### src/verilog/hdc_pkg.sv
package hdc_pkg;

    // core array size
    localparam int NUM_CORES = 8;
    localparam int CORE_W    = 3;

    // hypervector and item memory geometry
    localparam int WORD_W     = 32;
    localparam int ITEM_DEPTH = 128;
    localparam int ADDR_W     = 7;

    // rotate amount taken from the low bits of an item word
    localparam int ROT_W = $clog2(WORD_W);

    // base hypervector that every symbol rotates
    localparam logic [WORD_W-1:0] BASE_VECTOR = 32'd33215360;

    // cycles to wait for symbols still in the core pipelines
    localparam int DRAIN_CYCLES = 4;
    localparam int DRAIN_W      = $clog2(DRAIN_CYCLES);

    // sequencer states
    typedef enum logic [1:0] {
        IDLE,
        DRAIN,
        SNAP,
        SHIFT
    } seq_state_t;

endpackage

### src/verilog/hdc_ctrl_if.sv
`timescale 1ns/10ps

interface hdc_ctrl_if
    import hdc_pkg::*;
();

    // one-cycle accumulator clear
    logic                 init;
    // per-core symbol strobe that is one-hot or zero
    logic [NUM_CORES-1:0] exec;
    logic [ADDR_W-1:0]    sym;
    // copy accumulators into snapshots
    logic                 snap;
    // move snapshots one core toward core 0
    logic                 shift;

    modport seq (
        output init,
        output exec,
        output sym,
        output snap,
        output shift
    );

    modport core (
        input init,
        input exec,
        input sym,
        input snap,
        input shift
    );

endinterface

### src/verilog/hdc_core.sv
`timescale 1ns/10ps

module hdc_core
    import hdc_pkg::*;
(
    input  logic              clk,
    input  logic              rst_n,
    input  logic              mem_we,
    input  logic [ADDR_W-1:0] mem_addr,
    input  logic [WORD_W-1:0] mem_data,
    input  logic              exec_en,
    hdc_ctrl_if.core          ctrl,
    input  logic [WORD_W-1:0] snap_in,
    output logic [WORD_W-1:0] snap_out
);

    logic [WORD_W-1:0]   item_mem [ITEM_DEPTH];
    logic [2:0]          exec_d;
    logic [2:0]          init_d;
    logic [ADDR_W-1:0]   addr_q;
    logic [WORD_W-1:0]   item_q;
    logic [ROT_W-1:0]    rot_q;
    logic [2*WORD_W-1:0] base_dbl;
    logic [WORD_W-1:0]   rot_vec;
    logic [WORD_W-1:0]   acc;
    logic [WORD_W-1:0]   snap_q;

    // broadcast item memory holds the same words in every core
    always_ff @(posedge clk) begin
        if (mem_we) begin
            item_mem[mem_addr] <= mem_data;
        end
    end

    // strobes follow the data through three stages
    always_ff @(posedge clk or negedge rst_n) begin
        if (!rst_n) begin
            exec_d <= '0;
            init_d <= '0;
        end else begin
            exec_d <= {exec_d[1:0], exec_en};
            init_d <= {init_d[1:0], ctrl.init};
        end
    end

    // symbol, item lookup, rotate amount
    always_ff @(posedge clk) begin
        addr_q <= ctrl.sym;
        item_q <= item_mem[addr_q];
        rot_q  <= item_q[ROT_W-1:0];
    end

    // right rotate via a doubled vector
    assign base_dbl = {BASE_VECTOR, BASE_VECTOR} >> rot_q;
    assign rot_vec  = base_dbl[WORD_W-1:0];

    // clear wins over a same-edge update
    always_ff @(posedge clk) begin
        if (init_d[2]) begin
            acc <= '0;
        end else if (exec_d[2]) begin
            acc <= acc ^ rot_vec;
        end
    end

    // snapshot stage of the readout chain
    always_ff @(posedge clk) begin
        if (ctrl.snap) begin
            snap_q <= acc;
        end else if (ctrl.shift) begin
            snap_q <= snap_in;
        end
    end

    assign snap_out = snap_q;

endmodule

### src/flat_wrapper.sv
// flat-port wrapper written by rule: the top's interface ports become plain ports
module hdc_core_flat import hdc_pkg::*;
  (clk, rst_n, mem_we, mem_addr, mem_data, exec_en, snap_in, snap_out, ctrl_init, ctrl_exec, ctrl_sym, ctrl_snap, ctrl_shift);
  hdc_ctrl_if ctrl_i ();
  input  logic clk;
  input  logic rst_n;
  input  logic mem_we;
  input  logic [ADDR_W-1:0] mem_addr;
  input  logic [WORD_W-1:0] mem_data;
  input  logic exec_en;
  input  logic [WORD_W-1:0] snap_in;
  output logic [WORD_W-1:0] snap_out;
  input wire logic [$bits(ctrl_i.init)-1:0] ctrl_init;
  input wire logic [$bits(ctrl_i.exec)-1:0] ctrl_exec;
  input wire logic [$bits(ctrl_i.sym)-1:0] ctrl_sym;
  input wire logic [$bits(ctrl_i.snap)-1:0] ctrl_snap;
  input wire logic [$bits(ctrl_i.shift)-1:0] ctrl_shift;
  assign ctrl_i.init = ctrl_init;
  assign ctrl_i.exec = ctrl_exec;
  assign ctrl_i.sym = ctrl_sym;
  assign ctrl_i.snap = ctrl_snap;
  assign ctrl_i.shift = ctrl_shift;
  hdc_core u_core (.clk(clk), .rst_n(rst_n), .mem_we(mem_we), .mem_addr(mem_addr), .mem_data(mem_data), .exec_en(exec_en), .ctrl(ctrl_i), .snap_in(snap_in), .snap_out(snap_out));
endmodule
### config.mk
export PLATFORM = sky130hd
export DESIGN_NAME = hdc_core_flat
export DESIGN_NICKNAME = d
export VERILOG_FILES = /design/src/verilog/hdc_pkg.sv /design/src/verilog/hdc_ctrl_if.sv /design/src/verilog/hdc_core.sv /design/src/flat_wrapper.sv
export SDC_FILE = /design/constraint.sdc
export NUM_CORES = 1
export LEC_CHECK = 0
export BUFFER_PORTS_ARGS = -buffer_cell sky130_fd_sc_hd__buf_2
export CAP_MARGIN = 0
export CELL_PAD_IN_SITES_DETAIL_PLACEMENT = 1
export CELL_PAD_IN_SITES_GLOBAL_PLACEMENT = 2
export CORE_UTILIZATION = 54
export CTS_BUF_LIST = sky130_fd_sc_hd__clkbuf_8
export DETAILED_ROUTE_END_ITERATION = 12
export PLACE_DENSITY = 0.95
export SLEW_MARGIN = 40
export SYNTH_ARGS = -nofsm -noshare
export SYNTH_HDL_FRONTEND = slang
export SYNTH_SLANG_ARGS = --single-unit
### constraint.sdc
create_clock -name clk -period 4.6 [get_ports clk]
set_clock_uncertainty 0.05 [all_clocks]
set_input_delay 0.69 -clock clk [delete_from_list [all_inputs] [get_ports clk]]
set_output_delay 0.69 -clock clk [all_outputs]
set_load 0.05 [all_outputs]
Word-level counts from Yosys, hierarchy flattened
Memory sizes are Yosys's and may differ from the RTL's. A register that Yosys moved wholly into a read port is not among the register bits.
Index checks and enable logic that the tools add are counted.

word-level totals
  output and inout bits = 32
  flip-flop bits (word level) = 82
  bits of input ports = 93
  word-level logic and storage cells = 14
  RAM bits = 4096
  memories kept = 1

operators by class
  mux-type cells = 4
  reductions and logical operators = 1
  shift operators = 1
  bitwise gates (word level) = 1

memory list
  memory           depth  width  read ports  clocked after Yosys merged registers in  write ports  line            text
  u_core.item_mem  128    32     1           1                                        1            hdc_core.sv:17  logic [WORD_W-1:0] item_mem [ITEM_DEPTH];

operators by type and width
  operator                 number
  $mux W32                 2
  $shr A57 B5 Y32 const A  1
  $xor A32 B32 Y32         1
  $mux W1                  2
  $reduce_bool A2 Y1       1

Logic depth before layout (Yosys ltp)
  depth after elaboration = 2
  mapped depth = 10
  gate-level depth less buffers = 8

Least setup slack after synthesis
No wires, ideal clock.

  kind = register -> register
  from = register u_core.addr_q[0]
  to = register u_core.item_q[0], read port of u_core.item_mem
  clock period less this slack = 2.841 ns
  arrival time = 2.670 ns
  setup slack = 1.759 ns
  buffers on the path = 2
  library setup time = 0.121 ns
  cell stages (with the launch flop) = 7
  cell sequence = dfxtp_1 buf_2 buf_1 mux4_2 mux4_2 mux4_2 mux2_2

RTL lines
  item                      line            text
  start: declaration        hdc_core.sv:20  logic [ADDR_W-1:0] addr_q;
  start signal: assignment  hdc_core.sv:48  addr_q <= ctrl.sym;
  end: declaration          hdc_core.sv:21  logic [WORD_W-1:0] item_q;

==> key figures <==
Run status
  • Status: complete, no violations

Global routing
  • Antenna violations before repair: 4
  • Largest net degree at the start of global routing: 89
  • Vias in the first global route: between 15000 and 20000
  • First-pass GRT wire length: between 100000 and 150000 microns
  • Overflow after GRT: 0
  • GRT Total Usage: 27.4%

STA
  • Fmax: 0.301 GHz
  • Tcrit/Tclk final: 72.1%
  • Final Hold Fails: 0
  • Worst Slack Setup Final: about 1.3 ns
  • Fin crit period: approximately 3.3 ns
  • Setup_tns: 0 ns
  • Slew headroom: 43.7%
  • Worst slew pin tran: 0.838 ns
  • Pins Over Slew Limit: 0
  • RSZ-0062 raised after global routing: false
  • # setup viols final: 0

Pwr
  • Leakage: 10.6 nW
  • Pwr/cell area: 441 nW/um^2
  • Max VDD drop: 0.341 mV

Finish
  • Area Overhead vs Synth: 12.4%
  • Nets@finish: 1697
  • Filler Cell Count: ~4400
  • Share of cells above drive strength 1: a little under a third
  • Final instance area: around 32000 sq um

Worst setup path
  • CP Buf/Inv Count: 1
  • Critical Path Max Stage Delay: 0.71 ns
  • Critical Path RT: 5.16 ns
  • Setup crit start kind: flop
  • Cells along the critical path: buf_12 -> mux4_2 -> mux4_2 -> mux4_2 -> mux2_2
  • Worst Path Max Fanout: 49
  • Worst r2r path cells: 5
  • Worst EP arrival: 3.88 ns
  • CP delay by family, top: multiplexers
  • Worst path slowest cell: dfxtp_4
  • Worst Setup End Kind: flop
  • WP depth: 5
  • Crit path kind: reg -> reg
  • Most Frequent Cell on Critical Path: mux4_2

Detailed routing
  • Routed WL: 72200 microns
  • Post-route DRC: 0
  • TritonRoute pass-1 iters: 5
  • Via Count: 15068
  • Routed Antenna Nets: 0
  • Post-DR wirelength/cell: about 30 microns
  • Vias per cell: 6.33
  • Initial DRC count: 1516

Floorplan
  • Placeable core area: 52700 sq um
  • Floorplan row count: 84
  • Die height: roughly 230 microns
  • Total Die Area: 54400 sq um
  • I/O pin count: 125
  • Die Wd: 233 microns
  • Initial core utilization: a little over half

Synthesis
  • Warnings from Yosys: 0
  • Netlist cell types: 40
  • Most instantiated cells after synthesis: edfxtp_1, mux4_2, nor2_1
  • Area share of the largest cell type after synthesis: about 70%
  • Ys flop type: edfxtp_1
  • Syn Nets: 1550
  • Avg Cell Area, Syn: approximately 20 sq um
  • Mapped Cells: 1449
  • Largest cells by area after synthesis: edfxtp_1, mux4_2, dfxtp_1
  • Synth Cell Area: 28900 sq um
  • Ys async rst share: 0.825%
  • Largest area contributor in the netlist: edfxtp_1
  • Post-synth EDFFs: 672
  • Seq/Total Area, Yosys: around 74%
  • Most common cell in the netlist: edfxtp_1
  • Yosys reg bits: 727

Clock network
  • CTS H-tree lvls: 3
  • TritonCTS clock tree: yes
  • # clock sinks: 727
  • Worst-skew pair later-pin latency: approximately 0.72 ns
  • CTS Buf Count: between 100 and 150
  • CTS max path bufs: 3
  • Clk slew on worst S/H paths: approximately 0.07 ns
  • Root Buffer: clkbuf_8

Placed design
  • Routability congestion estimate: 0.783
  • Dpl ws: 1.29 ns
  • Placed Area: 30100 sq um
  • Port Buffers: 89
  • Dpl hpwl: approximately 42000 microns

Job
  • MaxCap Viol Count: 0

Hold path
  • Hold Path Depth: 1
  • Hold Path Class: in -> reg
[metrics by stage]
| step | hold slack (ns) | cells | power, mW | util, % |
|---|---|---|---|---|
| after CTS | 0.00240 | 2381 | 14.4 | 61.5 |
| final | 0.0420 | 2382 | 14.3 | 61.6 |
| after floorplan | 0.260 | 1449 | 8.52 | - |
| after global routing | 0.0227 | 2382 | 14.7 | 61.6 |
| after global placement | 0.270 | 2164 | 8.90 | 57.2 |
| after detailed placement | 0.284 | 2164 | 8.98 | 57.2 |
[layout make-up]
class                           instances  area [sq um]  share of cell area (%)
Clock buffer                          116          1600                    4.92
Timing Repair Buffer                  119           792                    2.44
Sequential cell                       727         21300                    65.7
Antenna cell                            1          2.50                 0.00771
Multi-Input combinational cell        626          7210                    22.2
Clock inverter                         95           626                    1.93
Inverter                               10          37.5                   0.116
Tap cell                              688           861                    2.65
[worst paths after layout]
path / start / end / slack [ns]
min reg2reg: u_core.item_q[2]$_DFF_P_ / u_core.rot_q[2]$_DFF_P_ / 0.29
min: ctrl_sym[3] / u_core.addr_q[3]$_DFF_P_ / 0.04
min in group asynchronous: rst_n / u_core.exec_d[0]$_DFF_PN0_ / 0.31
max: u_core.addr_q[0]$_DFF_P_ / u_core.item_q[2]$_DFF_P_ / 1.28
max in group asynchronous: rst_n / u_core.init_d[2]$_DFF_PN0_ / 4.04
max reg2reg: u_core.addr_q[0]$_DFF_P_ / u_core.item_q[2]$_DFF_P_ / 1.28
[cell families (layout without fill, tap and decap cells)]
group / after synthesis / after routing / share of synthesized area (%)
AOI/OAI and AO/OA: 60 / 60 / 1.32
DFF: 727 / 727 / 73.8
other: 0 / 1 / 0
muxes: 258 / 258 / 18.3
buffers and inverters: 96 / 340 / 1.36
adders and majority gates: 8 / 8 / 0.347
xor gates and xnor gates: 33 / 33 / 1.00
and+or+nand+nor: 267 / 267 / 3.89
[per-layer routing]
metal / share of wire (%) / vias up / track usage [%]
li1: - / 6172 / -
met1: 39 / 7974 / 37.1
met2: 51 / 782 / 44.7
met3: 7.9 / 136 / 5.44
met4: 2.9 / 4 / 9.91
met5: 0.028 / - / 0
[registers in the layout, indices dropped and copies added, names as in the netlist]
register / flops
u_core.acc: 32
u_core.addr_q: 7
u_core.snap_out: 32
u_core.rot_q: 5
u_core.item_mem: 640
u_core.init_d: 3
u_core.exec_d: 3
u_core.item_q: 5
[cells in the final DEF, fill, tap and decap left out, drive strengths merged, types with 5 or more instances in the layout]
master       instances
buf                113
ha                   8
inv                 47
mux4               211
dlygate4sd3          6
o211ai              10
nor2b               11
nand3               19
nor3                11
dfrtp                6
nand2b               5
xor2                24
nor2               171
o21ai               20
mux2                39
xnor2                9
dfxtp               49
mux2i                8
clkbuf             116
edfxtp             672
nand2               33
bufinv               8
a21oi               12
clkinv              46
[timing repair]
action,CTS,global route
endpoints found under the hold margin,11,0
buffers inserted,0,0
hold buffers,6,0
resized for setup,0,0
[power by group]
group | switching, mW | internal [mW] | total [mW]
Sequential | 0.131 | 7.39 | 7.52
Clock | 2.63 | 2.80 | 5.43
Combinational | 0.836 | 0.513 | 1.35
(Power assumes the default switching activity.)
