==> src/verilog/hdc_pkg.sv <==
package hdc_pkg;

    // core array size
    localparam int NUM_CORES = 8;
    localparam int CORE_W    = 3;

    // hypervector and item memory geometry
    localparam int WORD_W     = 32;
    localparam int ITEM_DEPTH = 128;
    localparam int ADDR_W     = 7;

    // rotate amount taken from the low bits of an item word
    localparam int ROT_W = $clog2(WORD_W);

    // base hypervector that every symbol rotates
    localparam logic [WORD_W-1:0] BASE_VECTOR = 32'd33215360;

    // cycles to wait for symbols still in the core pipelines
    localparam int DRAIN_CYCLES = 4;
    localparam int DRAIN_W      = $clog2(DRAIN_CYCLES);

    // sequencer states
    typedef enum logic [1:0] {
        IDLE,
        DRAIN,
        SNAP,
        SHIFT
    } seq_state_t;

endpackage

==> src/verilog/hdc_ctrl_if.sv <==
`timescale 1ns/10ps

interface hdc_ctrl_if
    import hdc_pkg::*;
();

    // one-cycle accumulator clear
    logic                 init;
    // per-core symbol strobe that is one-hot or zero
    logic [NUM_CORES-1:0] exec;
    logic [ADDR_W-1:0]    sym;
    // copy accumulators into snapshots
    logic                 snap;
    // move snapshots one core toward core 0
    logic                 shift;

    modport seq (
        output init,
        output exec,
        output sym,
        output snap,
        output shift
    );

    modport core (
        input init,
        input exec,
        input sym,
        input snap,
        input shift
    );

endinterface

==> src/verilog/hdc_sequencer.sv <==
`timescale 1ns/10ps

module hdc_sequencer
    import hdc_pkg::*;
(
    input  logic              clk,
    input  logic              rst_n,
    input  logic              init_req,
    input  logic              sym_valid,
    input  logic [CORE_W-1:0] sym_core,
    input  logic [ADDR_W-1:0] sym,
    input  logic              finish,
    hdc_ctrl_if.seq           ctrl,
    output logic              busy
);

    seq_state_t         state;
    logic [DRAIN_W-1:0] drain_cnt;
    logic [CORE_W-1:0]  shift_cnt;
    logic               tail;
    logic               accept;

    // tail covers the cycle of the last readout word
    assign busy   = (state != IDLE) || tail;
    assign accept = !busy;

    always_ff @(posedge clk or negedge rst_n) begin
        if (!rst_n) begin
            state     <= IDLE;
            drain_cnt <= '0;
            shift_cnt <= '0;
            tail      <= 1'b0;
        end else begin
            tail <= 1'b0;
            case (state)
                IDLE: begin
                    if (finish && accept) begin
                        state     <= DRAIN;
                        drain_cnt <= '0;
                    end
                end
                DRAIN: begin
                    // let the last symbols reach the accumulators
                    if (drain_cnt == DRAIN_W'(DRAIN_CYCLES - 1)) begin
                        state <= SNAP;
                    end else begin
                        drain_cnt <= drain_cnt + 1'b1;
                    end
                end
                SNAP: begin
                    state     <= SHIFT;
                    shift_cnt <= '0;
                end
                SHIFT: begin
                    if (shift_cnt == CORE_W'(NUM_CORES - 1)) begin
                        state <= IDLE;
                        tail  <= 1'b1;
                    end else begin
                        shift_cnt <= shift_cnt + 1'b1;
                    end
                end
                default: state <= IDLE;
            endcase
        end
    end

    // symbol strobe and clear one cycle after the request
    always_ff @(posedge clk or negedge rst_n) begin
        if (!rst_n) begin
            ctrl.exec <= '0;
            ctrl.init <= 1'b0;
        end else begin
            ctrl.exec <= (sym_valid && accept) ? (NUM_CORES'(1) << sym_core) : '0;
            ctrl.init <= init_req && accept;
        end
    end

    // symbol payload travels with exec
    always_ff @(posedge clk) begin
        if (sym_valid && accept) begin
            ctrl.sym <= sym;
        end
    end

    assign ctrl.snap  = (state == SNAP);
    assign ctrl.shift = (state == SHIFT);

endmodule

==> src/flat_wrapper.sv <==
// flat-port wrapper written by rule: the top's interface ports become plain ports
module hdc_sequencer_flat import hdc_pkg::*;
  (clk, rst_n, init_req, sym_valid, sym_core, sym, finish, busy, ctrl_init, ctrl_exec, ctrl_sym, ctrl_snap, ctrl_shift);
  hdc_ctrl_if ctrl_i ();
  input  logic clk;
  input  logic rst_n;
  input  logic init_req;
  input  logic sym_valid;
  input  logic [CORE_W-1:0] sym_core;
  input  logic [ADDR_W-1:0] sym;
  input  logic finish;
  output logic busy;
  output wire logic [$bits(ctrl_i.init)-1:0] ctrl_init;
  output wire logic [$bits(ctrl_i.exec)-1:0] ctrl_exec;
  output wire logic [$bits(ctrl_i.sym)-1:0] ctrl_sym;
  output wire logic [$bits(ctrl_i.snap)-1:0] ctrl_snap;
  output wire logic [$bits(ctrl_i.shift)-1:0] ctrl_shift;
  assign ctrl_init = ctrl_i.init;
  assign ctrl_exec = ctrl_i.exec;
  assign ctrl_sym = ctrl_i.sym;
  assign ctrl_snap = ctrl_i.snap;
  assign ctrl_shift = ctrl_i.shift;
  hdc_sequencer u_core (.clk(clk), .rst_n(rst_n), .init_req(init_req), .sym_valid(sym_valid), .sym_core(sym_core), .sym(sym), .finish(finish), .ctrl(ctrl_i), .busy(busy));
endmodule
==> config.mk <==
export PLATFORM = sky130hd
export DESIGN_NAME = hdc_sequencer_flat
export DESIGN_NICKNAME = d
export VERILOG_FILES = /design/src/verilog/hdc_pkg.sv /design/src/verilog/hdc_ctrl_if.sv /design/src/verilog/hdc_sequencer.sv /design/src/flat_wrapper.sv
export SDC_FILE = /design/constraint.sdc
export NUM_CORES = 1
export LEC_CHECK = 0
export ABC_AREA = 1
export ABC_CLOCK_PERIOD_IN_PS = 2500
export BUFFER_PORTS_ARGS = -buffer_cell sky130_fd_sc_hd__buf_2
export CORE_MARGIN = 2
export CORE_UTILIZATION = 52
export DETAILED_ROUTE_END_ITERATION = 8
export GPL_TIMING_DRIVEN = 0
export PLACE_DENSITY = 0.82
export SYNTH_ARGS = -nofsm -noshare
export SYNTH_HDL_FRONTEND = slang
export SYNTH_SLANG_ARGS = --single-unit
==> constraint.sdc <==
create_clock -name clk -period 2.5 [get_ports clk]
set_input_delay 0.375 -clock clk [delete_from_list [all_inputs] [get_ports clk]]
set_output_delay 0.375 -clock clk [all_outputs]
set_load 0.05 [all_outputs]
=== Yosys cells after proc, flatten, opt, wreduce, memory -nomap -nowiden ===
Cells that the tools add are included.

* Shift-type cells: 1
* Reduce and logical (&&, ||, !) cells: 12
* $add $sub $neg: 2
* Multiplexer cells: 12
* Eq/ne operators: 10

{| class="wikitable"
|+ Operators by type and width
! cell !! number
|-
| $mux W2 || 5
|-
| $mux W8 || 1
|-
| $pmux W2 S4 || 1
|-
| $shl A1 B3 Y8 const A || 1
|-
| $eq A2 B2 Y1 const B || 3
|-
| $ne A2 B1 Y1 const B || 3
|-
| $pmux W3 S2 || 1
|-
| $reduce_and A3 Y1 || 2
|-
| $reduce_bool A2 Y1 || 3
|-
| $ne A2 B2 Y1 const B || 2
|-
| $pmux W2 S2 || 1
|-
| $add A3 B1 Y3 const B || 1
|-
| $eq A3 B3 Y1 const B || 1
|-
| $logic_and A1 B1 Y1 || 3
|-
| $mux W3 || 1
|-
| $add A2 B1 Y2 const B || 1
|-
| $eq A2 B1 Y1 const B || 1
|-
| $logic_not A2 Y1 || 1
|-
| $mux W1 || 2
|-
| $reduce_and A2 Y1 || 1
|-
| $logic_not A1 Y1 || 1
|-
| $logic_or A1 B1 Y1 || 1
|}

* Output and inout port bits: 19
* Register bits after elaboration: 24
* Input port bits: 15

=== Longest topological paths before layout ===
* Depth in word-level cells: 6
* Mapped depth: 8

=== Worst setup path before layout ===
Ideal clock, no wire load.

* Path kind: register to register
* From: register u_core.state[0]
* To: register u_core.ctrl.sym[0] (enable)
* Stages on the path, launching flop included: 5
* Library setup time: 0.324 ns
* Setup slack: 1.012 ns
* Arrival: 1.163 ns
* Cell sequence: dfrtp_1 -> inv_1 -> ha_1 -> nand2_2 -> nor2_4

* Word-level cells in the longest chain between the ends: 4

{| class="wikitable"
|+ Ends and longest elaborated chain
! element !! line !! RTL
|-
| from (decl) || hdc_sequencer.sv:17 || <nowiki>seq_state_t state;</nowiki>
|-
| from (signal assigned) || hdc_sequencer.sv:29 || <nowiki>state <= IDLE;</nowiki>
|-
| from (signal assigned) || hdc_sequencer.sv:38 || <nowiki>state <= DRAIN;</nowiki>
|-
| from (signal assigned) || hdc_sequencer.sv:45 || <nowiki>state <= SNAP;</nowiki>
|-
| $reduce_bool A2 Y1 || hdc_sequencer.sv:24 || <nowiki>assign busy = (state != IDLE) || tail;</nowiki>
|-
| $logic_or A1 B1 Y1 || hdc_sequencer.sv:24 ||
|-
| net busy || flat_wrapper.sv:12 || <nowiki>output logic busy;</nowiki>
|-
| $logic_not A1 Y1 || hdc_sequencer.sv:25 || <nowiki>assign accept = !busy;</nowiki>
|-
| $logic_and A1 B1 Y1 || hdc_sequencer.sv:80 || <nowiki>if (sym_valid && accept) begin</nowiki>
|-
| to (decl) || hdc_ctrl_if.sv:20 || <nowiki>output sym,</nowiki>
|}

The timed path passes the listed nets, and every way through them passes these cells.
A chain may end at the register's enable or synchronous reset.

=== Worst setup path in the final report ===
* From: register u_core.state[0]
* To: output busy

* Word-level cells in the longest chain between the ends: 2

{| class="wikitable"
|+ Ends and longest elaborated chain
! element !! line
|-
| $reduce_bool A2 Y1 || hdc_sequencer.sv:24
|-
| $logic_or A1 B1 Y1 || hdc_sequencer.sv:24
|-
| to (decl) || flat_wrapper.sv:12
|}

Every way passes these cells.

==> flow_metrics.py <==
metrics = {
    "worst_hold_path": {
        "worst_hold_path_type": "input pin to flip-flop",
    },
    "layout": {
        "diodes": 0,
        "post-route-util": 0.714,
        "fin_cells": 160,
        "area_delta_synth_final_pct": 25.5,
        "nNetsFinal": 159,
        "drive_above_1_share": 0.311,
    },
    "clocking": {
        "cts_num_sinks": 24,
        "path_clk_slew_ps": 130,
        "clockBufferDepth": 2,
        "hold_buffers": 1,
        "clock_latency_ps": 310,
        "cts.htree.levels": 1,
        "cts_tree": "done",
        "root_buffer": "clkbuf_4",
        "post_cts_buffers": 0,
        "numCtsBuffers": 3,
        "post_cts_resized": 0,
    },
    "logic_synthesis": {
        "yosysUniqueCellTypes": 14,
        "syn_nets": 120,
        "syn_avg_cell_area_um2": 10.5,
        "synthCells": 97,
        "synth.cell_area_mm2": 0.00101,
        "ys_warn_count": 0,
        "yosysSeqAreaShare": 0.626,
        "synth_seq_cells": 24,
    },
    "place": {
        "place_congestion": 0.762,
        "portBuffers": 33,
        "dp_hpwl_mm": 1.47,
        "numPlacedInstances": 155,
    },
    "detailed_routing": {
        "routedWlPerCell_um": 11.6,
        "vias_per_cell": 4.70,
        "antenna_left": 0,
        "first_pass_iters": 2,
        "drc_errors": 0,
        "vias": 752,
        "drt_iter0_drc": 8,
        "routed_wl_mm": 1.85,
    },
    "die": {
        "die_x_um": 48.2,
        "core.rowCount": 15,
        "start_util": 0.569,
        "ios": 34,
        "coreArea_mm2": 0.00178,
        "die_h_um": 48.2,
        "dieArea_mm2": 0.00232,
    },
    "global_routing": {
        "grt-ovfl-total": 0,
        "grt_pass1_wl_mm": 2.86,
        "antenna_found_initial": 0,
        "first_global_vias": 710,
        "grt_max_degree": 18,
        "grt_usage": 0.183,
    },
    "worst_setup_path": {
        "timing_worst_setup_path_type": "flip-flop to output port",
        "cp_slowest_cell": "dfrtp_1",
        "worstPathRequired_ps": 2120,
        "worstPathCellList": "inv_1 > ha_1 > nand2_2 > buf_2",
        "cp-start-kind": "flip-flop",
        "crit_path_end_kind": "output port",
        "critPathArrivalTime_ps": 1450,
        "slowest_delay_ps": 420,
        "cp_max_fo": 4,
    },
    "sta": {
        "relSlewSlack": 0.752,
        "rsz0062_at_grt": "false",
        "fin_tns_setup_ps": 0,
        "timing.fmax_mhz": 548,
        "finalMaxSlewViolations": 0,
        "timing.hold.ws_ps": 226,
        "final-hold-violation-count": 0,
        "finalClockSkew_ps": 9.27,
        "fin_crit_sh": 0.730,
        "fin_crit_ps": 1820,
        "tightestPinTransition_ps": 373,
        "setup_viol": 0,
    },
    "power": {
        "power.density_mw_per_mm2": 1120,
        "finalPower_mw": 1.43,
        "p_leak_nw": 0.713,
        "peakVddDrop_v": 0.000658,
    },
    "flow_run": {
        "drv_cap": 0,
    },
    "outcome": {
        "outcome": "complete, no violations",
    },
}
## path summary, 6_finish.rpt
path                                      from                   to  slack, ps  cells after the start
setup / recovery               u_core.state[0]                 busy        680                      4
hold / removal                          sym[2]   u_core.ctrl.sym[2]        230                      1
setup reg to reg               u_core.state[0]  u_core.ctrl.exec[1]       1060                      6
hold reg to reg            u_core.drain_cnt[1]  u_core.drain_cnt[1]        490                      2
max in group asynchronous                rst_n  u_core.shift_cnt[2]       1740                      2
min in group asynchronous                rst_n  u_core.drain_cnt[0]        480                      2
## through the flow
stage	setup WS (ps)	instance area (um^2)
after floorplan	1010	1010
after global placement	1030	1210
after detailed placement	1020	1210
after CTS	664	1270
after global routing	551	1270
final	676	1270
## cell type report
type / instances / area [um^2]
Sequential cell: 24 / 636
Fill cell: 138 / 509
Multi-Input combinational cell: 56 / 315
Inverter: 17 / 63.8
Clock inverter: 1 / 30.0
Timing Repair Buffer: 34 / 175
Clock buffer: 3 / 22.5
Tap cell: 25 / 31.3
## power breakdown
group | switching [mW] | total [mW] | internal, mW
logic | 0.455 | 0.621 | 0.166
clock network | 0.114 | 0.276 | 0.162
registers | 0.0443 | 0.535 | 0.491
total | 0.613 | 1.43 | 0.819
## placed cells by master, fill, tap and decap left out, types with 2 or more instances in the layout
master,Yosys,final
buf_2,0,33
clkbuf_4,0,3
dfrtp_1,17,17
edfxtp_1,7,7
ha_1,8,8
inv_1,17,17
nand2_1,24,24
nand2_2,3,3
nand3_1,2,2
nand4_1,2,2
nor2_1,11,11
o21ai_0,2,2
## logic make-up after synthesis
family,after synthesis,synth area share
flops,24,0.626
buf+inv,17,0.0629
fa+ha+maj,8,0.0986
compound gates,4,0.0234
simple gates,44,0.189
## flip-flops by register name, summed over array words and instances, names as in the netlist
signal	cells
u_core.ctrl.exec	8
u_core.ctrl.init	1
u_core.ctrl.sym	7
u_core.drain_cnt	2
u_core.shift_cnt	3
u_core.state	2
u_core.tail	1
## critical path, delay by kind of cell (launching register included)
| kind | cells | cell delay (ps) |
|---|---|---|
| adders and majority gates | 1 | 240 |
| buffers and inverters | 2 | 370 |
| DFF | 1 | 420 |
| and+or+nand+nor | 1 | 120 |
## layer usage
metal,GRT usage,wire (um),vias up
met2,0.350,1050,16
met4,0.0649,23,0
met3,0.0370,62,4
met5,0,0,-
li1,-,-,376
met1,0.197,720,356
## synth_stat cells, drive strengths merged
cell	number	area [um^2]
nand2	27	109
dfrtp	17	425
inv	17	63.8
nor2	12	52.6
ha	8	100
edfxtp	7	210
o21ai	3	18.8
nand3	2	10.0
nand4	2	12.5
a21oi	1	5.00
nand3b	1	7.51
Note: power is estimated with default switching activity, not from simulation.
