$ cat config.mk
export PLATFORM = sky130hd
export DESIGN_NAME = hdc_readout
export DESIGN_NICKNAME = d
export VERILOG_FILES = /design/src/verilog/hdc_pkg.sv /design/src/verilog/hdc_readout.sv
export SDC_FILE = /design/constraint.sdc
export NUM_CORES = 1
export LEC_CHECK = 0
export CAP_MARGIN = 40
export CORE_ASPECT_RATIO = 1.25
export CORE_UTILIZATION = 30
export DETAILED_ROUTE_END_ITERATION = 8
export DONT_BUFFER_PORTS = 1
export GPL_TIMING_DRIVEN = 0
export PLACE_DENSITY = 0.47
export SKIP_LAST_GASP = 1
export SYNTH_ARGS = -nofsm -noshare
export SYNTH_HDL_FRONTEND = slang
export SYNTH_SLANG_ARGS = --single-unit
$ cat constraint.sdc
create_clock -name clk -period 1.04 [get_ports clk]
set_input_delay 0.052 -clock clk [delete_from_list [all_inputs] [get_ports clk]]
set_output_delay 0.052 -clock clk [all_outputs]
set_load 0.02 [all_outputs]
$ cat src/verilog/hdc_pkg.sv
package hdc_pkg;

    // core array size
    localparam int NUM_CORES = 8;
    localparam int CORE_W    = 3;

    // hypervector and item memory geometry
    localparam int WORD_W     = 32;
    localparam int ITEM_DEPTH = 128;
    localparam int ADDR_W     = 7;

    // rotate amount taken from the low bits of an item word
    localparam int ROT_W = $clog2(WORD_W);

    // base hypervector that every symbol rotates
    localparam logic [WORD_W-1:0] BASE_VECTOR = 32'd33215360;

    // cycles to wait for symbols still in the core pipelines
    localparam int DRAIN_CYCLES = 4;
    localparam int DRAIN_W      = $clog2(DRAIN_CYCLES);

    // sequencer states
    typedef enum logic [1:0] {
        IDLE,
        DRAIN,
        SNAP,
        SHIFT
    } seq_state_t;

endpackage

$ cat src/verilog/hdc_readout.sv
`timescale 1ns/10ps

module hdc_readout
    import hdc_pkg::*;
(
    input  logic              clk,
    input  logic              rst_n,
    input  logic              snap,
    input  logic              shift,
    input  logic [WORD_W-1:0] chain_head,
    output logic              result_valid,
    output logic [CORE_W-1:0] result_idx,
    output logic [WORD_W-1:0] result_data,
    output logic              done
);

    logic [CORE_W-1:0] word_cnt;

    // core 0 leaves the chain first as word 0
    always_ff @(posedge clk or negedge rst_n) begin
        if (!rst_n) begin
            word_cnt     <= '0;
            result_valid <= 1'b0;
            result_idx   <= '0;
            done         <= 1'b0;
        end else begin
            if (snap) begin
                word_cnt <= '0;
            end else if (shift) begin
                word_cnt <= word_cnt + 1'b1;
            end
            result_valid <= shift;
            if (shift) begin
                result_idx <= word_cnt;
            end
            // one cycle after the eighth word
            done <= result_valid && (result_idx == CORE_W'(NUM_CORES - 1));
        end
    end

    always_ff @(posedge clk) begin
        if (shift) begin
            result_data <= chain_head;
        end
    end

endmodule

# Word level (Yosys, flattened, before mapping)
# Cells that the tools add are included.
# Widths: inputs -> output; s select.
[totals]
ff_bits = 40
wordCells = 11
in_bits = 36
[classes]
n_addsub = 1
n_mux = 2
n_reduce_logical = 2
eq_ne = 1
[ops]
columns = ["operator", "n"]
rows = [
  ["$mux 3", 2],
  ["$add 3x1->3 const B", 1],
  ["$eq 3x3->1 const B", 1],
  ["$reduce_bool 2->1", 1],
  ["$logic_and 1x1->1", 1],
]

# Longest topological paths before layout
# Gate-level depths: netlist of run 1.
[logic_depth]
depth_word = 3
mapped_depth = 3
ltp_nobuf = 3

# Worst setup path after synthesis of run 1
# No wires, ideal clock.
[synth_timing]
path_type = "flip-flop to flip-flop"
start = "register word_cnt[0]"
end = "register word_cnt[2]"
setup_ps = 73
stages_incl_launch_ff = 4
t_arrival_ps = 874
t_required_ps = 967
slack_ps = 93
path_cell_list = "dfrtp_1 ha_1 a21bo_1 a21oi_2"
[synth_via]
elab_chain_cells = 3
[synth_lines]
columns = ["element", "line", "text"]
rows = [
  ["start: declaration", "hdc_readout.sv:17", "logic [CORE_W-1:0] word_cnt;"],
  ["start signal: assignment", "hdc_readout.sv:30", "word_cnt <= word_cnt + 1'b1;"],
  ["$add 3x1->3", "hdc_readout.sv:30", ""],
  ["$mux 3", "hdc_readout.sv:29", "end else if (shift) begin"],
  ["$mux 3", "hdc_readout.sv:27", "if (snap) begin"],
]
# No other way between the ends. The select of a mux whose other input is x is not followed.
# A chain may end at the register's enable or synchronous reset.

# Final worst setup path of run 1
[layout_timing]
start = "register word_cnt[1]"
end = "register word_cnt[1]"
# The elaborated chain is that of the path after synthesis.

==> results of run 1 <==
worst register-to-register path, stage by stage, from the launching register on:
cell and delay, ns:
dfrtp_1 0.40, ha_1 0.29, mux2i_1 0.13, nor2_1 0.05
metrics by stage:
stage / power, mW / TNS (ns) / hold WS, ns / instances
after floorplan: 2.129 / 0 / -0.2436 / 53
after global placement: 2.152 / 0 / -0.2434 / 109
after detailed placement: 2.157 / 0 / -0.2434 / 109
after CTS: 3.488 / 0 / -0.2134 / 151
after global routing: 3.594 / -0.01103 / -0.2223 / 153
final: 3.454 / 0 / -0.1980 / 153
cells in the mapped netlist:
cell type  instances
a21bo_1            1
a21oi_2            1
and4_1             1
buf_6              1
dfrtp_1            8
edfxtp_1          32
ha_1               1
mux2_4             3
mux2i_1            1
nand3b_1           1
nor2_1             2
xnor2_1            1
cells by family after synthesis:
family | after synthesis | share of synthesized area [%]
buffers and inverters | 1 | 0.8720
AO/OA/AOI/OAI | 2 | 1.454
multiplexers | 4 | 4.263
adder cells (fa/ha/maj) | 1 | 0.9688
AND/OR/NAND/NOR | 4 | 1.842
XOR/XNOR | 1 | 0.6784
flip-flops | 40 | 89.92
power breakdown:
group	leakage (nW)	total [mW]	internal, mW	switching (mW)
logic	0.213	0.165	0.124	0.0414
clock network	0.0541	1.22	0.709	0.510
registers	0.420	2.07	1.87	0.197
flip-flops by register name, indices dropped and copies added (netlist names):
register / cells
result_data: 32
done: 1
result_idx: 3
result_valid: 1
word_cnt: 3
how the worst max path moves through the flow:
stage | start | end | cells past startpoint | slack [ns]
after floorplan | word_cnt[0]$_DFFE_PN0P_ | word_cnt[2]$_DFFE_PN0P_ | 3 | 0.09
after global placement | word_cnt[0]$_DFFE_PN0P_ | word_cnt[2]$_DFFE_PN0P_ | 3 | 0.06
after detailed placement | word_cnt[0]$_DFFE_PN0P_ | word_cnt[1]$_DFFE_PN0P_ | 3 | 0.05
after CTS | word_cnt[0]$_DFFE_PN0P_ | word_cnt[1]$_DFFE_PN0P_ | 3 | 0.04
after global routing | word_cnt[1]$_DFFE_PN0P_ | word_cnt[1]$_DFFE_PN0P_ | 3 | -0.01
final | word_cnt[1]$_DFFE_PN0P_ | word_cnt[1]$_DFFE_PN0P_ | 3 | 0.05
routing by layer:
layer | vias to the layer above | global-route usage (%) | part of all wire, %
li1 | 286 | - | -
met1 | 311 | 9.889 | 35
met2 | 44 | 17.22 | 54
met3 | 2 | 5.603 | 10
met4 | 0 | 5.303 | 0.62
met5 | - | 0 | 0
timing repair:
item | CTS | global route
hold endpoints to repair | 76 | 33
setup buffers | 0 | 2
endpoints found under the setup margin | 0 | 1
area by class of cell:
type	count	area (um^2)	share of cell area (%)
Buffer	1	11.26	0.6160
Tap cell	56	70.07	3.833
Sequential cell	40	1161	63.52
Clock inverter	3	42.54	2.327
Multi-Input combinational cell	12	118.9	6.502
Clock buffer	5	68.82	3.765
Timing Repair Buffer	36	355.3	19.44
==> metrics.md, run 1 <==
| Metric | Value |
|---|---|
| Worst path required time | `1.21 ns` |
| Leakage | `0.6866 nW` |
| First-iteration detailed-routing DRC count | `28` |
| Post-Synthesis Cells | `53` |
| Hold WS | `-0.1980 ns` |
| YS warnings | `0` |
| Hold Crit Class | `in2reg` |
| Worst path bufs/invs | `0` |
| Dominant cell type by area after synthesis | `edfxtp_1` |
| Number of antenna violations at the first check in global routing | `0` |
| Vias in the first global route | `671` |
| Sequential area share after synthesis | `89.92%` |
| Fin area | `1828 um^2` |
| Layout Skew | `0.0002574 ns` |
| Post-CTS resize count | `0` |
| R2R cell count | `3` |
| Worst slew pin tran | `0.3617 ns` |
| Final Cycle Share | `94.79%` |
| Hold EP | `result_valid$_DFF_PN0_` |
| Critical path, cell by cell | `ha_1 -> mux2i_1 -> nor2_1` |
| Die Wd | `60.68 um` |
| Core Area | `4099 um^2` |
| Worst reg-to-reg setup slack | `0.05 ns` |
| Hold Path Stages | `0` |
| Slowest CP cell | `dfrtp_1` |
| Drt drc | `0` |
| Total GRT Usage | `10.19%` |
| VDD IR max | `0.5296 mV` |
| RSZ-0062 raised after global routing | `true` |
| Routed via count | `643` |
| Syn avg cell area | `24.36 um^2` |
| Max H-tree Level | `2` |
| Synthesized area | `1291 um^2` |
| Rel. slew slack | `75.81%` |
| Failing checks | `hold timing` |
| Setup WS pre-CTS | `0.05188 ns` |
| Most common cell after layout, fill and taps aside | `dlygate4sd3_1` |
| Total gr overflow | `0` |
| Power Density | `1889 nW/um^2` |
| Hold Path Origin | `shift` |
| Layout fillers | `388` |
| Pre-Repair DR Iteration Count | `3` |
| Wire length per cell | `14.85 um` |
| FF+latch count, synth | `40` |
| Clock Path Buffers | `2` |
| DRT Wirelength | `2272 um` |
| Port Buffers | `0` |
| Most frequent cells in the layout | `dlygate4sd3_1 (34), edfxtp_1 (32), dfrtp_1 (8), clkbuf_8 (5), mux2_4 (3)` |
| Status | `finished with violations` |
| CP peak stage delay | `0.40 ns` |
| CTS Hold Buffers Added | `34` |
| Worst r2r dst | `word_cnt[1]$_DFFE_PN0P_` |
| Num ports | `73` |
| CP Max Fanout | `3` |
| Post-place instance area | `1361 um^2` |
| Final core utilization | `44.60%` |
| Pin count of the biggest net entering global routing | `35` |
| Fmax | `1014 MHz` |
| Die area | `4572 um^2` |
| Vias per Instance | `4.203` |
| TritonCTS clock tree | `built` |
| Post-synth top area share | `74.42%` |
| CTS root buf | `clkbuf_8` |
| Max-cap viol count | `0` |
| Syn Nets | `90` |
| Clock Sinks | `40` |
| Final Slew Violations | `0` |
| Final worst setup slack | `0.05418 ns` |
| Data arrival time of the worst path | `1.16 ns` |
| Worst setup SP type | `flip-flop` |
| Synth area leaders | `edfxtp_1 (74%), dfrtp_1 (16%), mux2_4 (3.5%), ha_1 (0.97%), buf_6 (0.87%)` |
| Share of cells above drive strength 1 | `15.46%` |
| Clk_lat worst skew | `0.28 ns` |
| Final nets | `133` |
| Ant diodes | `0` |
| Final Hold Fails | `33` |
| Final Setup Violations | `0` |
| First-pass GRT wire length | `3160 um` |
| Final RePlAce weighted congestion | `0.5767` |
| CP top delay family | `flip-flops` |
| CP Capture Type | `flip-flop` |
| Number of CTS-inserted buffers | `5` |
| Worst-path clk slew | `0.07 ns` |
| Detail Placement HPWL | `1477 um` |
| Initial core utilization | `31.50%` |
| Post-route minimum period | `0.9858 ns` |
| Synth cell types | `12` |
| FP Rows | `26` |
| Final ANT Viol Nets | `0` |
| Die height | `75.35 um` |
| Area Growth Syn to Fin | `41.57%` |
| CP Class | `reg2reg` |
| RR Startpoint | `word_cnt[1]$_DFFE_PN0P_` |
Power figures use the tool's default switching activity.
==> run 2, diff against run 1 <==
Settings changed: CELL_PAD_IN_SITES_DETAIL_PLACEMENT from default to 0, CELL_PAD_IN_SITES_GLOBAL_PLACEMENT from default to 2, PLACE_DENSITY 0.47 to 0.62.
==> metrics.md, run 2 (synthesized netlist as in run 1, its figures left out) <==
| Metric | Value |
|---|---|
| Final Slew Violations | `0` |
| CP peak stage delay | `0.38 ns` |
| Final RePlAce weighted congestion | `0.6504` |
| Worst path required time | `1.21 ns` |
| Hold EP | `result_valid$_DFF_PN0_` |
| Switching Fraction | `21.07%` |
| Die area | `4572 um^2` |
| Rel. slew slack | `75.86%` |
| Post-route minimum period | `0.9987 ns` |
| Final Hold Fails | `33` |
| Area of the multi-input gates | `118.9 um^2` |
| Max reg flops | `32` |
| First-iteration detailed-routing DRC count | `26` |
| Total gr overflow | `0` |
| Hold Path Origin | `shift` |
| Num ports | `73` |
| First-pass GRT wire length | `3401 um` |
| Wire length per cell | `15.04 um` |
| Leakage | `0.6823 nW` |
| Data arrival time of the worst path | `1.17 ns` |
| Area Growth Syn to Fin | `40.70%` |
| Clock Sinks | `40` |
| Hold WS | `-0.1973 ns` |
| Status | `finished with violations` |
| Power Density | `1886 nW/um^2` |
| Final std cells w/o fill | `152` |
| Final nets | `132` |
| DRT Wirelength | `2286 um` |
| Worst path bufs/invs | `0` |
| Pin count of the biggest net entering global routing | `35` |
| CP Class | `reg2reg` |
| RSZ-0062 raised after global routing | `false` |
| CTS root buf | `clkbuf_8` |
| Setup TNS | `0 ns` |
| CP Capture Type | `flip-flop` |
| Most common cell after layout, fill and taps aside | `dlygate4sd3_1` |
| CP top delay family | `flip-flops` |
| CTS Hold Buffers Added | `34` |
| RR Startpoint | `word_cnt[0]$_DFFE_PN0P_` |
| Vias in the first global route | `682` |
| Reg power frac | `60.4%` |
| Die height | `75.35 um` |
| Layout Skew | `0.0005293 ns` |
| Max H-tree Level | `2` |
| Vias per Instance | `4.263` |
| R2R cell count | `3` |
| Routed via count | `648` |
| Port Buffers | `0` |
| Critical path, cell by cell | `ha_1 -> mux2i_1 -> nor2_1` |
| Post-place instance area | `1361 um^2` |
| Core Area | `4099 um^2` |
| FF+latch area | `1161 um^2` |
| Top reg by flops | `result_data` |
| Share of cells above drive strength 1 | `13.54%` |
| Largest registers | `result_data (32), result_idx (3), word_cnt (3)` |
| Clock Path Buffers | `2` |
| Worst setup SP type | `flip-flop` |
| Pre-Repair DR Iteration Count | `3` |
| Final core utilization | `44.32%` |
| Worst slew pin tran | `0.3609 ns` |
| CP Max Fanout | `2` |
| Worst reg-to-reg setup slack | `0.04 ns` |
| Comb pwr share | `4.8%` |
| Drt drc | `0` |
| Most frequent cells in the layout | `dlygate4sd3_1 (34), edfxtp_1 (32), dfrtp_1 (8), clkbuf_8 (5), mux2_4 (3)` |
| Layout fillers | `366` |
| Number of antenna violations at the first check in global routing | `0` |
| Number of CTS-inserted buffers | `5` |
| FP Rows | `26` |
| Fin area | `1817 um^2` |
| Ant diodes | `0` |
| Initial core utilization | `31.50%` |
| VDD IR max | `0.7637 mV` |
| Hold Crit Class | `in2reg` |
| Final Cycle Share | `96.03%` |
| P_int | `2.705 mW` |
| Switching power | `722.2 uW` |
| Clock share of power | `34.7%` |
| Hold Path Stages | `0` |
| Max-cap viol count | `0` |
| Worst path depth | `3` |
| Slowest CP cell | `dfrtp_1` |
| Post-CTS resize count | `0` |
| Failing checks | `hold timing` |
| Fmax | `1001 MHz` |
| Final Setup Violations | `0` |
| Critical path launch point | `word_cnt[0]$_DFFE_PN0P_` |
| TritonCTS clock tree | `built` |
| Worst-path clk slew | `0.07 ns` |
| Clk_lat worst skew | `0.28 ns` |
| Final ANT Viol Nets | `0` |
| Die Wd | `60.68 um` |
| Placed insts | `109` |
| Worst r2r dst | `word_cnt[1]$_DFFE_PN0P_` |
| Total GRT Usage | `10.98%` |
## run 2: worst max path at each step
stage | to | slack, ns
after floorplan | word_cnt[2]$_DFFE_PN0P_ | 0.09
after global placement | word_cnt[2]$_DFFE_PN0P_ | 0.06
after detailed placement | word_cnt[1]$_DFFE_PN0P_ | 0.03
after CTS | word_cnt[1]$_DFFE_PN0P_ | 0.006
after global routing | word_cnt[2]$_DFFE_PN0P_ | 0.009
final | word_cnt[1]$_DFFE_PN0P_ | 0.04
## run 2: cell type report
cell class	instances	area share (%)
Clock buffer	6	3.994
Buffer	1	0.6198
Tap cell	56	3.857
Clock inverter	2	1.928
Timing Repair Buffer	35	19.15
Multi-Input combinational cell	12	6.543
Sequential cell	40	63.91
## run 2: power by group through the flow
stage | Sequential, mW | Clock (mW) | Combinational (mW)
2_1_floorplan | 2.09 | 0 | 0.0425
3_3_place_gp | 2.11 | 0 | 0.0452
3_5_place_dp | 2.11 | 0 | 0.0474
4_1_cts | 2.07 | 1.22 | 0.160
5_1_grt | 2.09 | 1.29 | 0.180
6_report | 2.07 | 1.19 | 0.166
## run 2: through the flow
step / total power, mW / setup slack (ns)
final: 3.427 / 0.04131
after global routing: 3.556 / 0.008745
after CTS: 3.458 / 0.005971
after detailed placement: 2.158 / 0.02608
after global placement: 2.152 / 0.05656
after floorplan: 2.129 / 0.09297
## run 2: what timing repair did
action	4_1_cts	5_1_grt
setup endpoints to repair	0	2
endpoints found under the hold margin	76	33
setup buffers	0	1
## run 2: layer usage
layer	track usage (%)	wire (um)	vias to the layer above
met5	0	0	-
li1	-	-	286
met2	20.02	1206	50
met3	5.603	257	9
met1	9.482	765	303
met4	6.061	57	0
==> run 3, diff against run 2 <==
Settings changed: RECOVER_POWER from default to 100.
==> metrics.md, run 3 (synthesized netlist as in run 1, its figures left out) <==
| Metric | Value |
|---|---|
| Final ANT Viol Nets | `0` |
| Leakage | `0.6725 nW` |
| Largest registers | `result_data (32), result_idx (3), word_cnt (3)` |
| First-iteration detailed-routing DRC count | `31` |
| Clk_lat worst skew | `0.28 ns` |
| Final Slew Violations | `0` |
| VDD IR max | `0.7638 mV` |
| FP Rows | `26` |
| M1 GR Usage | `9.482%` |
| Total gr overflow | `0` |
| Post-CTS resize count | `0` |
| Pwr Total | `3.415 mW` |
| Worst setup SP type | `flip-flop` |
| Clock Path Buffers | `2` |
| Final core utilization | `43.96%` |
| First-pass GRT wire length | `3401 um` |
| Critical path, cell by cell | `ha_1 -> mux2i_1 -> nor2_1` |
| Final RePlAce weighted congestion | `0.6504` |
| Number of antenna violations at the first check in global routing | `0` |
| Initial core utilization | `31.50%` |
| Failing checks | `hold timing` |
| CP Class | `reg2reg` |
| Most common cell after layout, fill and taps aside | `dlygate4sd3_1` |
| Core Area | `4099 um^2` |
| Setup TNS | `0 ns` |
| Rel. slew slack | `75.88%` |
| CP Capture Type | `flip-flop` |
| Die Wd | `60.68 um` |
| Worst-path clk slew | `0.07 ns` |
| Pre-Repair DR Iteration Count | `3` |
| Max H-tree Level | `2` |
| Total GRT Usage | `10.98%` |
| Grt met2 use | `20.02%` |
| Num ports | `73` |
| RSZ-0062 raised after global routing | `false` |
| Routing usage on met3 | `5.603%` |
| CP Max Fanout | `3` |
| CTS root buf | `clkbuf_8` |
| Max reg flops | `32` |
| Top reg by flops | `result_data` |
| Global route hottest layer | `met2` |
| Vias in the first global route | `682` |
| Die height | `75.35 um` |
| Drt drc | `0` |
| Final Cycle Share | `96.06%` |
| Max-cap viol count | `0` |
| DRT Wirelength | `2306 um` |
| Power Density | `1896 nW/um^2` |
| Slowest CP cell | `dfrtp_1` |
| Data arrival time of the worst path | `1.17 ns` |
| Area Growth Syn to Fin | `39.54%` |
| Final Hold Fails | `33` |
| Die area | `4572 um^2` |
| Routed via count | `646` |
| Post-route minimum period | `0.9991 ns` |
| Final Setup Violations | `0` |
| Share of cells above drive strength 1 | `9.375%` |
| Number of CTS-inserted buffers | `5` |
| Pin count of the biggest net entering global routing | `35` |
| Fmax | `1001 MHz` |
| Final nets | `132` |
| Worst path required time | `1.21 ns` |
| Most frequent cells in the layout | `dlygate4sd3_1 (34), edfxtp_1 (32), dfrtp_1 (8), clkbuf_8 (5), mux2_1 (3)` |
| CP peak stage delay | `0.40 ns` |
| Vias per Instance | `4.250` |
| Clock Sinks | `40` |
| Hold Crit Class | `in2reg` |
| Status | `finished with violations` |
| TritonCTS clock tree | `built` |
| Layout Skew | `0.0005288 ns` |
| Worst slew pin tran | `0.3607 ns` |
| Wire length per cell | `15.17 um` |
| CTS Hold Buffers Added | `34` |
| Hold WS | `-0.1975 ns` |
| Port Buffers | `0` |
| Ant diodes | `0` |
## run 3: changes by cell type in the layout (fill, tap and decap cells not counted), sizes merged
cell,delta
buf,-1
clkbuf,+1
## run 3: report_power, final
group	total, mW	internal (mW)	switching, mW
registers	2.07	1.87	0.197
logic	0.154	0.109	0.0453
clock network	1.19	0.711	0.480
total	3.42	2.69	0.722
## run 3: through the flow
step | setup slack (ns) | cell area (um^2) | hold slack (ns) | cells
after CTS | 0.005971 | 1809 | -0.2140 | 151
after global placement | 0.05656 | 1361 | -0.2434 | 109
after global routing | 0.01093 | 1802 | -0.2188 | 152
final | 0.04094 | 1802 | -0.1975 | 152
after detailed placement | 0.02608 | 1361 | -0.2434 | 109
after floorplan | 0.09297 | 1291 | -0.2436 | 53
## run 3: worst paths after layout
| kind | from | endpoint | slack, ns | cells past startpoint |
|---|---|---|---|---|
| setup / recovery | word_cnt[1]$_DFFE_PN0P_ | word_cnt[1]$_DFFE_PN0P_ | 0.04 | 3 |
| hold / removal | shift | result_valid$_DFF_PN0_ | -0.20 | 0 |
| setup reg to reg | word_cnt[1]$_DFFE_PN0P_ | word_cnt[1]$_DFFE_PN0P_ | 0.04 | 3 |
| hold reg to reg | word_cnt[2]$_DFFE_PN0P_ | result_idx[2]$_DFFE_PN0P_ | 0.53 | 1 |
| max in group asynchronous | rst_n | done$_DFF_PN0_ | 0.67 | 1 |
| min in group asynchronous | rst_n | word_cnt[1]$_DFFE_PN0P_ | 0.11 | 1 |
## run 3: repair_timing
action | CTS | global route
buffers inserted | 0 | 1
endpoints found under the setup margin | 0 | 2
hold endpoints to repair | 76 | 33
## run 3: layout make-up
class / instances / area [um^2]
sequential: 40 / 1161
timing repair buffer: 35 / 344.1
clock buffer: 6 / 72.57
clock inverter: 2 / 35.03
tap: 56 / 70.07
buffer: 1 / 11.26
multi-input combinational: 12 / 107.6
fill: 371 / 2297
## run 3: routing by layer
| metal | wire length, um | up-vias | share of wire, % |
|---|---|---|---|
| li1 | - | 286 | - |
| met2 | 1202 | 50 | 52 |
| met3 | 258 | 9 | 11 |
| met1 | 789 | 301 | 34 |
| met4 | 57 | 0 | 2.5 |
| met5 | 0 | - | 0 |
## run 3: worst max-delay path, delay by kind of cell, from the launching register on
kind / cells / cell delay (ns)
AND/OR/NAND/NOR: 1 / 0.05
multiplexers: 1 / 0.16
flip-flops: 1 / 0.40
adder cells (fa/ha/maj): 1 / 0.28
